--- config.mk ---
export PLATFORM = sky130hd
export DESIGN_NAME = kbd_ctrl_top
export DESIGN_NICKNAME = d
export VERILOG_FILES = /design/src/design/ps2_pkg.sv /design/src/design/kbd_ctrl_top.sv /design/src/design/kbd_axil_regs.sv /design/src/design/key_event_fifo.sv /design/src/design/key_event_decoder.sv /design/src/design/ps2_frame_rx.sv /design/src/design/ps2_line_sync.sv
export SDC_FILE = /design/constraint.sdc
export NUM_CORES = 1
export LEC_CHECK = 0
export ABC_AREA = 1
export BUFFER_PORTS_ARGS = -buffer_cell sky130_fd_sc_hd__buf_2
export CAP_MARGIN = 20
export CORE_MARGIN = 10
export CORE_UTILIZATION = 59
export DETAILED_ROUTE_END_ITERATION = 7
export PLACE_DENSITY = 0.83
export SETUP_SLACK_MARGIN = 0.3
export SLEW_MARGIN = 5
export SYNTH_ARGS = -nofsm -noshare
export SYNTH_HDL_FRONTEND = slang
export SYNTH_SLANG_ARGS = --single-unit
export TNS_END_PERCENT = 50
--- constraint.sdc ---
create_clock -name PS2_clk -period 4.82 [get_ports PS2_clk]
set_clock_uncertainty 0.2 [all_clocks]
set_input_delay 1.446 -clock PS2_clk [delete_from_list [all_inputs] [get_ports PS2_clk]]
set_output_delay 1.446 -clock PS2_clk [all_outputs]
set_load 0.1 [all_outputs]
--- src/design/ps2_pkg.sv ---
package ps2_pkg;

    localparam int AXIL_ADDR_W = 4;
    localparam int AXIL_DATA_W = 32;

    // Prefix bytes of scan code set 2.
    localparam logic [7:0] KEY_EXT_PREFIX   = 8'hE0;
    localparam logic [7:0] KEY_BREAK_PREFIX = 8'hF0;

    typedef enum logic [1:0] {
        RX_IDLE,
        RX_DATA,
        RX_PARITY,
        RX_STOP
    } rx_state_e;

    typedef enum logic [AXIL_ADDR_W-1:0] {
        REG_STATUS = 4'h0,
        REG_DATA   = 4'h4,
        REG_CTRL   = 4'h8,
        REG_ERRCNT = 4'hC
    } reg_addr_e;

    typedef enum logic [1:0] {
        RESP_OKAY   = 2'd0,
        RESP_SLVERR = 2'd2
    } axil_resp_e;

    typedef struct packed {
        logic       released;
        logic       extended;
        logic [7:0] code;
    } key_event_t;

    // Framing covers bad start, bad stop and timeout.
    typedef struct packed {
        logic parity;
        logic framing;
    } rx_err_t;

    typedef struct packed {
        logic [AXIL_ADDR_W-1:0]   awaddr;
        logic                     awvalid;
        logic [AXIL_DATA_W-1:0]   wdata;
        logic [AXIL_DATA_W/8-1:0] wstrb;
        logic                     wvalid;
        logic                     bready;
        logic [AXIL_ADDR_W-1:0]   araddr;
        logic                     arvalid;
        logic                     rready;
    } axil_req_t;

    typedef struct packed {
        logic                   awready;
        logic                   wready;
        axil_resp_e             bresp;
        logic                   bvalid;
        logic                   arready;
        logic [AXIL_DATA_W-1:0] rdata;
        axil_resp_e             rresp;
        logic                   rvalid;
    } axil_rsp_t;

endpackage
--- src/design/kbd_ctrl_top.sv ---
`timescale 1ns/1ps

module kbd_ctrl_top #(
    parameter int FIFO_DEPTH     = 16,
    parameter int TIMEOUT_CYCLES = 20000
) (
    input  logic               PS2_clk,
    input  logic               rst_n,
    input  logic               kbd_clk,
    input  logic               kbd_data,
    output logic               kbd_clk_oe,
    input  ps2_pkg::axil_req_t axil_req,
    output ps2_pkg::axil_rsp_t axil_rsp
);

    localparam int CNT_W = $clog2(FIFO_DEPTH) + 1;

    logic                fall_pulse;
    logic                data_bit;
    logic [7:0]          rx_byte;
    logic                byte_valid;
    ps2_pkg::rx_err_t    rx_err;
    logic                err_valid;
    ps2_pkg::key_event_t ev;
    logic                ev_valid;
    ps2_pkg::key_event_t head;
    logic                empty;
    logic [CNT_W-1:0]    count;
    logic                overflow;
    logic                pop;
    logic                clear_overflow;
    logic                enable;

    ps2_line_sync u_line_sync (
        .PS2_clk    (PS2_clk),
        .rst_n      (rst_n),
        .kbd_clk    (kbd_clk),
        .kbd_data   (kbd_data),
        .fall_pulse (fall_pulse),
        .data_bit   (data_bit)
    );

    ps2_frame_rx #(
        .TIMEOUT_CYCLES (TIMEOUT_CYCLES)
    ) u_frame_rx (
        .PS2_clk    (PS2_clk),
        .rst_n      (rst_n),
        .enable     (enable),
        .fall_pulse (fall_pulse),
        .data_bit   (data_bit),
        .byte_out   (rx_byte),
        .byte_valid (byte_valid),
        .err        (rx_err),
        .err_valid  (err_valid)
    );

    key_event_decoder u_decoder (
        .PS2_clk    (PS2_clk),
        .rst_n      (rst_n),
        .byte_in    (rx_byte),
        .byte_valid (byte_valid),
        .ev         (ev),
        .ev_valid   (ev_valid)
    );

    key_event_fifo #(
        .FIFO_DEPTH (FIFO_DEPTH)
    ) u_fifo (
        .PS2_clk        (PS2_clk),
        .rst_n          (rst_n),
        .push           (ev_valid),
        .push_ev        (ev),
        .pop            (pop),
        .head           (head),
        .empty          (empty),
        .count          (count),
        .overflow       (overflow),
        .clear_overflow (clear_overflow)
    );

    kbd_axil_regs #(
        .FIFO_DEPTH (FIFO_DEPTH)
    ) u_regs (
        .PS2_clk        (PS2_clk),
        .rst_n          (rst_n),
        .axil_req       (axil_req),
        .axil_rsp       (axil_rsp),
        .head           (head),
        .empty          (empty),
        .count          (count),
        .overflow       (overflow),
        .err            (rx_err),
        .err_valid      (err_valid),
        .pop            (pop),
        .clear_overflow (clear_overflow),
        .enable         (enable),
        .kbd_clk_oe     (kbd_clk_oe)
    );

endmodule

--- src/design/kbd_axil_regs.sv ---
`timescale 1ns/1ps

module kbd_axil_regs #(
    parameter int FIFO_DEPTH = 16
) (
    input  logic                         PS2_clk,
    input  logic                         rst_n,
    input  ps2_pkg::axil_req_t           axil_req,
    output ps2_pkg::axil_rsp_t           axil_rsp,
    input  ps2_pkg::key_event_t          head,
    input  logic                         empty,
    input  logic [$clog2(FIFO_DEPTH):0]  count,
    input  logic                         overflow,
    input  ps2_pkg::rx_err_t             err,
    input  logic                         err_valid,
    output logic                         pop,
    output logic                         clear_overflow,
    output logic                         enable,
    output logic                         kbd_clk_oe
);

    logic                            wr_hs;
    logic                            rd_hs;
    logic                            ctrl_wr;
    logic                            bvalid;
    logic                            rvalid;
    ps2_pkg::axil_resp_e             bresp;
    ps2_pkg::axil_resp_e             rresp;
    logic [ps2_pkg::AXIL_DATA_W-1:0] rdata;
    logic [ps2_pkg::AXIL_DATA_W-1:0] rd_mux;
    ps2_pkg::axil_resp_e             rd_resp;
    logic                            sticky_par;
    logic                            sticky_fr;
    logic [7:0]                      err_cnt;

    // AW and W are taken together, one response in flight per channel.
    assign wr_hs   = axil_req.awvalid && axil_req.wvalid && !bvalid;
    assign rd_hs   = axil_req.arvalid && !rvalid;
    assign ctrl_wr = wr_hs && (axil_req.awaddr == ps2_pkg::REG_CTRL) && axil_req.wstrb[0];

    assign clear_overflow = ctrl_wr && axil_req.wdata[1];
    assign pop            = rd_hs && (axil_req.araddr == ps2_pkg::REG_DATA) && !empty;
    assign kbd_clk_oe     = !enable;

    always_comb begin
        rd_mux  = '0;
        rd_resp = ps2_pkg::RESP_OKAY;
        case (ps2_pkg::reg_addr_e'(axil_req.araddr))
            ps2_pkg::REG_STATUS: begin
                rd_mux[0]    = !empty;
                rd_mux[1]    = overflow;
                rd_mux[2]    = sticky_par;
                rd_mux[3]    = sticky_fr;
                rd_mux[15:8] = 8'(count);
            end
            ps2_pkg::REG_DATA: begin
                if (!empty) begin
                    rd_mux[9:0] = head;
                    rd_mux[31]  = 1'b1;
                end
            end
            ps2_pkg::REG_CTRL:   rd_mux[0] = enable;
            ps2_pkg::REG_ERRCNT: rd_mux[7:0] = err_cnt;
            default:             rd_resp = ps2_pkg::RESP_SLVERR;
        endcase
    end

    always_ff @(posedge PS2_clk) begin
        if (!rst_n) begin
            bvalid <= 1'b0;
            rvalid <= 1'b0;
            enable <= 1'b0;
        end else begin
            if (wr_hs) begin
                bvalid <= 1'b1;
                case (ps2_pkg::reg_addr_e'(axil_req.awaddr))
                    ps2_pkg::REG_STATUS, ps2_pkg::REG_DATA, ps2_pkg::REG_ERRCNT:
                        bresp <= ps2_pkg::RESP_OKAY;
                    ps2_pkg::REG_CTRL: begin
                        bresp <= ps2_pkg::RESP_OKAY;
                        if (axil_req.wstrb[0]) begin
                            enable <= axil_req.wdata[0];
                        end
                    end
                    default: bresp <= ps2_pkg::RESP_SLVERR;
                endcase
            end else if (axil_req.bready) begin
                bvalid <= 1'b0;
            end
            if (rd_hs) begin
                rvalid <= 1'b1;
                rdata  <= rd_mux;
                rresp  <= rd_resp;
            end else if (axil_req.rready) begin
                rvalid <= 1'b0;
            end
        end
    end

    always_ff @(posedge PS2_clk) begin
        if (!rst_n) begin
            sticky_par <= 1'b0;
            sticky_fr  <= 1'b0;
            err_cnt    <= 8'd0;
        end else begin
            if (clear_overflow) begin
                sticky_par <= 1'b0;
                sticky_fr  <= 1'b0;
                err_cnt    <= 8'd0;
            end
            if (err_valid) begin
                sticky_par <= (sticky_par && !clear_overflow) || err.parity;
                sticky_fr  <= (sticky_fr && !clear_overflow) || err.framing;
                if (clear_overflow) begin
                    err_cnt <= 8'd1;
                end else if (err_cnt != 8'hFF) begin
                    err_cnt <= err_cnt + 8'd1;
                end
            end
        end
    end

    assign axil_rsp = '{
        awready: wr_hs,
        wready:  wr_hs,
        bresp:   bresp,
        bvalid:  bvalid,
        arready: rd_hs,
        rdata:   rdata,
        rresp:   rresp,
        rvalid:  rvalid
    };

    a_bvalid_hold: assert property (@(posedge PS2_clk) disable iff (!rst_n)
        bvalid && !axil_req.bready |=> bvalid);

endmodule

--- src/design/key_event_fifo.sv ---
`timescale 1ns/1ps

module key_event_fifo #(
    parameter int FIFO_DEPTH = 16
) (
    input  logic                         PS2_clk,
    input  logic                         rst_n,
    input  logic                         push,
    input  ps2_pkg::key_event_t          push_ev,
    input  logic                         pop,
    output ps2_pkg::key_event_t          head,
    output logic                         empty,
    output logic [$clog2(FIFO_DEPTH):0]  count,
    output logic                         overflow,
    input  logic                         clear_overflow
);

    localparam int PTR_W = $clog2(FIFO_DEPTH);

    ps2_pkg::key_event_t mem [FIFO_DEPTH];
    logic [PTR_W-1:0]    wr_ptr;
    logic [PTR_W-1:0]    rd_ptr;
    logic                full;
    logic                wr_en;
    logic                rd_en;

    assign full  = (count == (PTR_W + 1)'(FIFO_DEPTH));
    assign empty = (count == '0);
    assign wr_en = push && !full;
    assign rd_en = pop && !empty;
    assign head  = mem[rd_ptr];

    always_ff @(posedge PS2_clk) begin
        if (wr_en) begin
            mem[wr_ptr] <= push_ev;
        end
    end

    always_ff @(posedge PS2_clk) begin
        if (!rst_n) begin
            wr_ptr   <= '0;
            rd_ptr   <= '0;
            count    <= '0;
            overflow <= 1'b0;
        end else begin
            if (wr_en) begin
                wr_ptr <= wr_ptr + 1'b1;
            end
            if (rd_en) begin
                rd_ptr <= rd_ptr + 1'b1;
            end
            count <= count + (PTR_W + 1)'(wr_en) - (PTR_W + 1)'(rd_en);
            if (clear_overflow) begin
                overflow <= 1'b0;
            end
            // A dropped event wins over a clear in the same cycle.
            if (push && full) begin
                overflow <= 1'b1;
            end
        end
    end

    // A write never lands on an entry that has not been read yet.
    a_no_overwrite: assert property (@(posedge PS2_clk) disable iff (!rst_n)
        wr_en |-> (wr_ptr != rd_ptr) || (count == '0));

endmodule

--- src/design/key_event_decoder.sv ---
`timescale 1ns/1ps

module key_event_decoder (
    input  logic                PS2_clk,
    input  logic                rst_n,
    input  logic [7:0]          byte_in,
    input  logic                byte_valid,
    output ps2_pkg::key_event_t ev,
    output logic                ev_valid
);

    logic pend_rel;
    logic pend_ext;
    logic is_break;
    logic is_ext;

    assign is_break = (byte_in == ps2_pkg::KEY_BREAK_PREFIX);
    assign is_ext   = (byte_in == ps2_pkg::KEY_EXT_PREFIX);

    always_ff @(posedge PS2_clk) begin
        if (!rst_n) begin
            pend_rel <= 1'b0;
            pend_ext <= 1'b0;
            ev_valid <= 1'b0;
        end else begin
            ev_valid <= 1'b0;
            if (byte_valid) begin
                if (is_break) begin
                    pend_rel <= 1'b1;
                end else if (is_ext) begin
                    pend_ext <= 1'b1;
                end else begin
                    // Code byte closes the sequence.
                    ev       <= '{released: pend_rel, extended: pend_ext, code: byte_in};
                    ev_valid <= 1'b1;
                    pend_rel <= 1'b0;
                    pend_ext <= 1'b0;
                end
            end
        end
    end

endmodule

--- src/design/ps2_frame_rx.sv ---
`timescale 1ns/1ps

module ps2_frame_rx #(
    parameter int TIMEOUT_CYCLES = 20000
) (
    input  logic             PS2_clk,
    input  logic             rst_n,
    input  logic             enable,
    input  logic             fall_pulse,
    input  logic             data_bit,
    output logic [7:0]       byte_out,
    output logic             byte_valid,
    output ps2_pkg::rx_err_t err,
    output logic             err_valid
);

    localparam int TMR_W = $clog2(TIMEOUT_CYCLES + 1);

    ps2_pkg::rx_state_e state;
    logic [7:0]         shift_reg;
    logic [2:0]         bit_cnt;
    logic               parity_ok;
    logic [TMR_W-1:0]   timer;
    logic               timeout;

    // Keyboard stopped clocking in the middle of a frame.
    assign timeout = (state != ps2_pkg::RX_IDLE) && !fall_pulse &&
                     (timer == TMR_W'(TIMEOUT_CYCLES - 1));

    always_ff @(posedge PS2_clk) begin
        if (!rst_n) begin
            state      <= ps2_pkg::RX_IDLE;
            bit_cnt    <= 3'd0;
            timer      <= '0;
            byte_valid <= 1'b0;
            err_valid  <= 1'b0;
        end else begin
            byte_valid <= 1'b0;
            err_valid  <= 1'b0;
            if (!enable) begin
                state <= ps2_pkg::RX_IDLE;
                timer <= '0;
            end else if (timeout) begin
                state     <= ps2_pkg::RX_IDLE;
                timer     <= '0;
                err       <= '{parity: 1'b0, framing: 1'b1};
                err_valid <= 1'b1;
            end else begin
                if (state == ps2_pkg::RX_IDLE || fall_pulse) begin
                    timer <= '0;
                end else begin
                    timer <= timer + 1'b1;
                end
                if (fall_pulse) begin
                    unique case (state)
                        ps2_pkg::RX_IDLE: begin
                            if (!data_bit) begin
                                bit_cnt <= 3'd0;
                                state   <= ps2_pkg::RX_DATA;
                            end else begin
                                err       <= '{parity: 1'b0, framing: 1'b1};
                                err_valid <= 1'b1;
                            end
                        end
                        ps2_pkg::RX_DATA: begin
                            // LSB first.
                            shift_reg <= {data_bit, shift_reg[7:1]};
                            bit_cnt   <= bit_cnt + 3'd1;
                            if (bit_cnt == 3'd7) begin
                                state <= ps2_pkg::RX_PARITY;
                            end
                        end
                        ps2_pkg::RX_PARITY: begin
                            // Odd count of ones over data plus parity.
                            parity_ok <= ^{data_bit, shift_reg};
                            state     <= ps2_pkg::RX_STOP;
                        end
                        ps2_pkg::RX_STOP: begin
                            state <= ps2_pkg::RX_IDLE;
                            if (parity_ok && data_bit) begin
                                byte_out   <= shift_reg;
                                byte_valid <= 1'b1;
                            end else begin
                                err       <= '{parity: !parity_ok, framing: !data_bit};
                                err_valid <= 1'b1;
                            end
                        end
                    endcase
                end
            end
        end
    end

    a_byte_xor_err: assert property (@(posedge PS2_clk) disable iff (!rst_n)
        !(byte_valid && err_valid));

endmodule

--- src/design/ps2_line_sync.sv ---
`timescale 1ns/1ps

module ps2_line_sync (
    input  logic PS2_clk,
    input  logic rst_n,
    input  logic kbd_clk,
    input  logic kbd_data,
    output logic fall_pulse,
    output logic data_bit
);

    logic [1:0] clk_sync;
    logic [1:0] data_sync;
    logic       clk_prev;
    logic       clk_fell;

    // Both lines idle high, so the synchronizers reset to 1.
    always_ff @(posedge PS2_clk) begin
        if (!rst_n) begin
            clk_sync  <= 2'b11;
            data_sync <= 2'b11;
        end else begin
            clk_sync  <= {clk_sync[0], kbd_clk};
            data_sync <= {data_sync[0], kbd_data};
        end
    end

    assign clk_fell = clk_prev && !clk_sync[1];

    // Edge register, data is sampled alongside the pulse.
    always_ff @(posedge PS2_clk) begin
        if (!rst_n) begin
            clk_prev   <= 1'b1;
            fall_pulse <= 1'b0;
            data_bit   <= 1'b1;
        end else begin
            clk_prev   <= clk_sync[1];
            fall_pulse <= clk_fell;
            data_bit   <= data_sync[1];
        end
    end

endmodule

* Word-level counts from Yosys, hierarchy flattened
Memory sizes are Yosys's and may differ from the RTL's. A register that Yosys moved wholly into a read port is not among the register bits.
Index checks and enable logic that the tools add are counted.
** Word-level totals
- Memories kept :: 1
- Word-level logic and storage cells :: 177
- Output and inout bits :: 42
- Bits in writable memories :: 160
- Bits of input ports :: 53
- Register bits after elaboration :: 109
** Memories
- u_fifo.mem :: words 16, bits a word 10, read ports 1, clocked after Yosys merged registers in 1, wr ports 1, line key_event_fifo.sv:20 : ps2_pkg::key_event_t mem [FIFO_DEPTH];
** Operators by class
- Bitwise gates (word level) :: 8
- Multiplexer cells :: 43
- Reduce and logical (&&, ||, !) cells :: 62
- Eq/ne operators :: 20
- Add/sub/neg operators :: 7
** Operators with widths (number)
- $mux 8 :: 4
- $mux 1 :: 20
- $logic_and 1x1->1 :: 17
- $eq 4x4->1 const B :: 4
- $eq 8x8->1 const B :: 2
- $add 15x1->15 const B :: 1
- $eq 15x15->1 const B :: 1
- $reduce_and 5->1 :: 3
- $mux 2 :: 7
- $reduce_bool 2->1 :: 7
- $reduce_and 6->1 :: 2
- $reduce_or 4->1 :: 3
- $logic_not 1->1 :: 10
- $mux 10 :: 1
- $reduce_and 2->1 :: 5
- $pmux 3 s3 :: 1
- $reduce_xor 9->1 :: 1
- $add 4x1->4 const B :: 2
- $add 8x1->8 const B :: 1
- $eq 4x3->1 const B :: 2
- $logic_not 4->1 :: 2
- $mux 4 :: 2
- $ne 8x8->1 const B :: 1
- $not 1->1 :: 8
- other kinds (25) :: 33

* Longest topological paths before layout
Gate-level depths: netlist of run 1.
- Depth in word-level cells :: 9
- Depth in mapped cells :: 13
- Gate-level depth less buffers :: 13

* By module
Synthesis of run 1 repeated with hierarchy kept, for this count alone.
** Second synthesis, totals
- Cell total of the unflattened synthesis :: 1267
- Area total of the unflattened synthesis :: 12099.1 sq um
** Modules (own cells, without submodules)
- key_event_fifo :: seq. area each 5165.0 sq um, cells each 783, times used 1, area each 7851.3 sq um
- ps2_frame_rx :: seq. area each 1011.0 sq um, cells each 222, times used 1, area each 1915.6 sq um
- kbd_axil_regs :: seq. area each 740.7 sq um, cells each 204, times used 1, area each 1672.9 sq um
- key_event_decoder :: seq. area each 360.3 sq um, cells each 37, times used 1, area each 461.7 sq um
- ps2_line_sync :: seq. area each 140.1 sq um, cells each 21, times used 1, area each 197.7 sq um

* Least setup slack after synthesis of run 1
OpenSTA, ideal clock, no wires.
- Path type :: in2out
- Start point :: input port axil_req[44] (netlist bit)
- End point :: output port axil_rsp[39] (netlist bit)
- Required time :: 3174 ps
- Slack :: 1166 ps
- Arrival :: 2008 ps
- Stages on the path :: 3
- Path through :: nand2_1 nor2_1 buf_4
** Between the ends
- Word-level cells in the longest chain between the ends :: 2
** RTL lines
- start, declared :: line kbd_ctrl_top.sv:12 : input ps2_pkg::axil_req_t axil_req,
- $logic_and 1x1->1 (2 in a row) :: line kbd_axil_regs.sv:37 : assign wr_hs = axil_req.awvalid && axil_req.wvalid && !bvalid;
- end, declared :: line kbd_ctrl_top.sv:13 : output ps2_pkg::axil_rsp_t axil_rsp
Every way passes these cells.

==> flow_metrics.py, run 1 <==
metrics = {
    "cts": {
        "cts-root-buf": "clkbuf_16",
        "cts_max_level": 1,
        "cts_setup_buffers": 0,
        "holdBufCountCts": 0,
        "cts_tree": "yes",
        "cts.reportedPaths.clkPinSlew_ns": 0.06,
        "ctsResizeCount": 0,
        "cts_buffer_depth": 3,
        "numCtsBuffers": 27,
        "clock-sinks": 268,
        "clock_latency_ns": 0.53,
    },
    "routing": {
        "vias_per_cell": 5.515,
        "drtPass1Iterations": 6,
        "routed_wl_mm": 23.81,
        "drc": 0,
        "drt_iter0_markers": 730,
        "ant_nets": 0,
        "vias": 7655,
        "wl_per_cell_um": 17.15,
    },
    "outcome": {
        "status": "finished clean",
    },
    "setup_path": {
        "worst_setup_path_end_kind": "output port",
        "rrSetupSlack_ns": 1.88,
        "path_max_fanout": 5,
        "r2r-start": "u_fifo.count[2]",
        "required_ns": 3.17,
        "worstSetupStartpointType": "primary input",
        "critPathMaxStageDelay_ns": 0.48,
        "worstPathCellList": "buf_2, nand2_1, nor2_1, buf_2",
        "cpMaxStageDelayCell": "buf_2",
        "cp.arrival_ns": 2.24,
        "criticalPathCategory": "primary input to output port",
        "r2r_cells": 13,
        "crit_top_cell": "buf_2",
        "r2r-end": "u_fifo.count[4]",
    },
    "synth": {
        "avgSynthCellArea_sq_um": 10.55,
        "syn_area_sq_um": 11330,
        "yosys_warnings": 0,
        "syn-instance-count": 1074,
        "ys_seq_area_share_pct": 65.45,
        "synth-seq-cells": 268,
        "synth_cell_type_count": 41,
    },
    "cells_and_area": {
        "reg_top3": "u_fifo.mem: 160 flops, u_frame_rx.timer: 15 flops, u_regs.rdata: 14 flops",
        "final_cells": 1388,
        "finalInstanceArea_sq_um": 12510,
        "n_fill_cell": 1315,
        "largest_register": "u_fifo.mem",
        "largest_reg_flops": 160,
        "diodes": 0,
        "fin_nets": 1182,
        "layout-drive-gt1-share_pct": 10.46,
        "area_growth_pct": 10.38,
    },
    "sta": {
        "tightest_slew_ns": 1.036,
        "report.final.slew_viol_count": 0,
        "fin_crit_ns": 3.887,
        "timing.setup.tns_ns": 0,
        "grt_setup_unrepaired": "no",
        "finalWorstSetupSlack_ns": 0.9326,
        "setup_viol": 0,
        "max_freq_mhz": 257.2,
        "finalHoldViolations": 0,
        "fin_crit_sh_pct": 80.65,
        "relSlewSlack_pct": 30.70,
    },
    "floorplanning": {
        "die_area_sq_um": 25150,
        "io_pins": 95,
        "core_area_sq_um": 18830,
        "die-width_um": 158.6,
        "dieHeight_um": 158.6,
        "fp-row-count": 50,
        "start_util_pct": 60.18,
    },
    "power": {
        "power_density_nw_per_um2": 385.8,
        "leakage_nw": 4.721,
        "ir_drop_mv": 0.3378,
        "total_power_mw": 4.825,
    },
    "worst_hold_path": {
        "hold-path-endpoint": "u_line_sync.fall_pulse",
        "worstHoldPathType": "register to register",
        "hold_path_depth": 2,
        "hold_path.startpoint": "u_line_sync.clk_prev",
    },
    "placed_design": {
        "pre_cts_slack_ns": 0.9314,
        "dp_hpwl_mm": 14.98,
        "port_buffers": 41,
        "place_congestion": 0.8604,
        "placed_area_sq_um": 11610,
        "place_inst": 1339,
    },
    "global_routing": {
        "grt_util_all_layers_pct": 18.65,
        "antenna_found_initial": 0,
        "grt_pass1_vias": 7359,
        "grt_max_degree": 81,
        "grt_overflow": 0,
        "grt_pass1_wl_mm": 37.13,
    },
    "run": {
        "max_cap_viol_count": 0,
    },
}
logic make-up after synthesis:
| group | count (synthesis) | share of synthesized area, % |
|---|---|---|
| fa+ha+maj | 20 | 2.275 |
| xor+xnor | 15 | 1.159 |
| buf+inv | 158 | 6.525 |
| other cells | 1 | 0.03309 |
| simple gates | 552 | 21.59 |
| flops | 268 | 65.45 |
| compound gates | 60 | 2.970 |
per-stage QoR:
step / utilization, % / hold WS (ns)
after floorplan: - / 0.1924
after global placement: 61.68 / 0.1989
after detailed placement: 61.68 / 0.1990
after CTS: 66.40 / 0.2155
after global routing: 66.43 / 0.2293
final: 66.43 / 0.2148
cells in the mapped netlist (all sizes together):
cell type	instances	share of area [%]
conb	1	0.033
o22ai	6	0.33
o211ai	1	0.066
o21ai	14	0.62
or2	8	0.44
ha	19	2.1
nor2	71	2.6
nand4	8	0.44
xor2	9	0.70
a21oi	32	1.5
nand2	269	9.1
nor4	4	0.22
buf	55	3.1
nor3b	3	0.20
nand3	176	7.9
o21bai	3	0.20
edfxtp	205	54
fa	1	0.18
xnor2	6	0.46
nand3b	2	0.13
dfxtp	63	11
inv	94	3.1
o221ai	1	0.077
clkinv	1	0.033
clkbuf	8	0.26
nor3	11	0.67
a211oi	3	0.20
critical path, delay by kind of cell:
family        cells  cell delay, ns
simple gates      2            0.24
buf+inv           2            0.55
routing by layer:
layer | GRT usage [%] | wire, um | share of wire, % | vias to the layer above
li1 | - | - | - | 3667
met1 | 22.75 | 9316 | 39 | 3629
met2 | 32.89 | 12130 | 51 | 307
met3 | 3.346 | 1776 | 7.5 | 52
met4 | 5.779 | 587 | 2.5 | 0
met5 | 0 | 0 | 0 | -
layout make-up:
cell class	count	area [sq um]	share of cell area, %
sequential	268	7418	59.31
multi-input combinational	667	3247	25.96
clock buffer	34	711.9	5.692
inverter	95	359.1	2.871
tap	260	325.3	2.601
timing repair buffer	50	270.3	2.161
clock inverter	14	176.4	1.410
power breakdown:
part / switching [mW] / internal [mW] / leakage (nW)
Combinational: 0.212 / 0.0460 / 1.93
Sequential: 0.0114 / 2.47 / 2.36
Clock: 0.826 / 1.26 / 0.433
Total: 1.05 / 3.78 / 4.72
how the worst max path moves through the flow:
stage	cells after the start	from	end	slack, ns
after detailed placement	4	axil_req[44]	axil_rsp[40]	0.93
after global placement	4	axil_req[44]	axil_rsp[39]	0.93
after global routing	4	axil_req[44]	axil_rsp[39]	0.89
after floorplan	3	axil_req[44]	axil_rsp[39]	1.17
final	4	axil_req[44]	axil_rsp[40]	0.93
after CTS	4	axil_req[44]	axil_rsp[40]	0.93
placed cells by master, fill, tap and decap left out, drive strengths merged, types with 2 or more instances in the layout:
cell | Yosys | layout
a211oi | 3 | 3
a21oi | 32 | 32
buf | 55 | 50
bufinv | 0 | 4
clkbuf | 8 | 34
clkinv | 1 | 8
conb | 1 | 20
dfxtp | 63 | 63
edfxtp | 205 | 205
ha | 19 | 19
inv | 94 | 96
nand2 | 269 | 269
nand3 | 176 | 176
nand3b | 2 | 2
nand4 | 8 | 8
nor2 | 71 | 71
nor3 | 11 | 11
nor3b | 3 | 3
nor4 | 4 | 4
o21ai | 14 | 14
o21bai | 3 | 3
o22ai | 6 | 6
or2 | 8 | 8
xnor2 | 6 | 6
xor2 | 9 | 9
(Power assumes the default switching activity.)
==> run 2: changes to the inputs <==
--- a/config.mk
+++ b/config.mk
@@ -9,9 +9,9 @@
 export BUFFER_PORTS_ARGS = -buffer_cell sky130_fd_sc_hd__buf_2
 export CAP_MARGIN = 20
 export CORE_MARGIN = 10
-export CORE_UTILIZATION = 59
+export CORE_UTILIZATION = 54
 export DETAILED_ROUTE_END_ITERATION = 7
-export PLACE_DENSITY = 0.83
+export PLACE_DENSITY = 0.8
 export SETUP_SLACK_MARGIN = 0.3
 export SLEW_MARGIN = 5
 export SYNTH_ARGS = -nofsm -noshare
==> constraint.sdc (replaced) <==
create_clock -name PS2_clk -period 3.2 [get_ports PS2_clk]
set_clock_uncertainty 0.2 [all_clocks]
set_input_delay 0.96 -clock PS2_clk [delete_from_list [all_inputs] [get_ports PS2_clk]]
set_output_delay 0.96 -clock PS2_clk [all_outputs]
set_load 0.1 [all_outputs]
==> flow_metrics.py, run 2 (same netlist as run 1, synthesis figures left out) <==
metrics = {
    "outcome": {
        "status": "finished clean",
    },
    "cells_and_area": {
        "diodes": 0,
        "final_cell_mix": "264 x nand2_1, 205 x edfxtp_1, 173 x nand3_1",
        "reg_top3": "u_fifo.mem: 160 flops, u_frame_rx.timer: 15 flops, u_regs.rdata: 14 flops",
        "regArea_sq_um": 7418,
        "final_common_cell": "nand2_1",
        "area_growth_pct": 12.64,
        "largest_reg_flops": 160,
        "largest_register": "u_fifo.mem",
        "layout-drive-gt1-share_pct": 12.41,
        "finalInstanceArea_sq_um": 12760,
        "n_fill_cell": 1544,
        "fin_nets": 1204,
        "multi_input_area_sq_um": 3252,
    },
    "sta": {
        "relSlewSlack_pct": 44.86,
        "setup_viol": 0,
        "timing.setup.tns_ns": 0,
        "tightest_slew_ns": 0.8271,
        "report.final.slew_viol_count": 0,
        "fin_crit_sh_pct": 84.75,
        "grt_setup_unrepaired": "no",
        "fin_crit_ns": 2.712,
        "finalWorstSetupSlack_ns": 0.4881,
        "max_freq_mhz": 368.7,
        "finalHoldViolations": 0,
        "fin_hold_ws_ns": 0.2087,
    },
    "routing": {
        "routed_wl_mm": 24.88,
        "ant_nets": 0,
        "drc": 0,
        "vias": 7783,
        "drtPass1Iterations": 5,
        "wl_per_cell_um": 17.50,
        "drt_iter0_markers": 864,
        "vias_per_cell": 5.473,
    },
    "floorplanning": {
        "die_area_sq_um": 27180,
        "dieHeight_um": 164.9,
        "io_pins": 95,
        "core_area_sq_um": 20430,
        "start_util_pct": 55.47,
        "fp-row-count": 52,
        "die-width_um": 164.9,
    },
    "global_routing": {
        "grt_pass1_vias": 7664,
        "grt_util_all_layers_pct": 18.14,
        "antenna_found_initial": 0,
        "grt_max_degree": 81,
        "grt_overflow": 0,
        "grt_pass1_wl_mm": 39.15,
    },
    "cts": {
        "cts_buffer_depth": 3,
        "clock-sinks": 268,
        "holdBufCountCts": 0,
        "cts.reportedPaths.clkPinSlew_ns": 0.05,
        "cts_tree": "yes",
        "numCtsBuffers": 27,
        "cts_max_level": 1,
        "ctsResizeCount": 0,
        "clock_latency_ns": 0.54,
        "cts_setup_buffers": 0,
        "cts-root-buf": "clkbuf_16",
    },
    "power": {
        "leakage_nw": 4.866,
        "power_density_nw_per_um2": 570.0,
        "ir_drop_mv": 0.4798,
    },
    "setup_path": {
        "worst_setup_path_end_kind": "output port",
        "worstSetupStartpointType": "primary input",
        "required_ns": 2.04,
        "path_max_fanout": 2,
        "cp.arrival_ns": 1.55,
        "criticalPathCategory": "primary input to output port",
    },
    "placed_design": {
        "placed_area_sq_um": 11870,
        "port_buffers": 41,
        "pre_cts_slack_ns": 0.05354,
        "dp_hpwl_mm": 15.88,
        "place_congestion": 0.8453,
    },
    "run": {
        "max_cap_viol_count": 0,
    },
    "worst_hold_path": {
        "worstHoldPathType": "register to register",
    },
}
==> run 2: cell types whose count changed in the layout (fill, tap and decap cells not counted), moves of 2 or more <==
cell       delta
buf_12        +5
buf_2         -4
buf_4        +21
bufinv_16     -2
clkbuf_1      +3
clkbuf_8      +5
clkinv_1      -3
==> run 2: area by class of cell <==
cell class / instances / area share [%]
Sequential cell: 268 / 58.12
Tap cell: 270 / 2.647
Clock inverter: 8 / 0.7646
Inverter: 95 / 2.813
Timing Repair Buffer: 72 / 3.980
Multi-Input combinational cell: 667 / 25.48
Clock buffer: 42 / 6.205
==> run 2: layer usage <==
metal	routed length, um	track usage (%)
met1	9389	22.28
met2	12930	31.80
met3	1941	2.788
met4	618	6.401
met5	0	0
==> run 2: where the power goes <==
group	internal, mW	switching [mW]	leakage (nW)
clock	1.86	1.26	0.439
sequential	3.72	0.0149	2.36
combinational	0.0908	0.326	2.07
==> run 2: worst paths after layout <==
kind	start	endpoint	slack [ns]	depth (start not counted)
worst min register to register	u_line_sync.clk_prev	u_line_sync.fall_pulse	0.21	2
worst min-delay path	u_line_sync.clk_prev	u_line_sync.fall_pulse	0.21	2
worst max-delay path	axil_req[1]	axil_rsp[35]	0.49	5
worst max register to register	u_fifo.count[3]	u_fifo.count[4]	0.54	13
==> run 2: critical path, cell delays in order <==
cell	delay (ns)
buf_2	0.07
inv_1	0.03
nor2_1	0.16
buf_4	0.16
buf_12	0.16
==> run 2: stage by stage <==
step / power (mW) / util (%) / std cells
floorplan: 4.157 / - / 1093
global placement: 4.202 / 58.09 / 1371
detailed placement: 4.209 / 58.09 / 1371
CTS: 7.303 / 62.44 / 1421
global route: 7.481 / 62.48 / 1422
finish: 7.276 / 62.48 / 1422
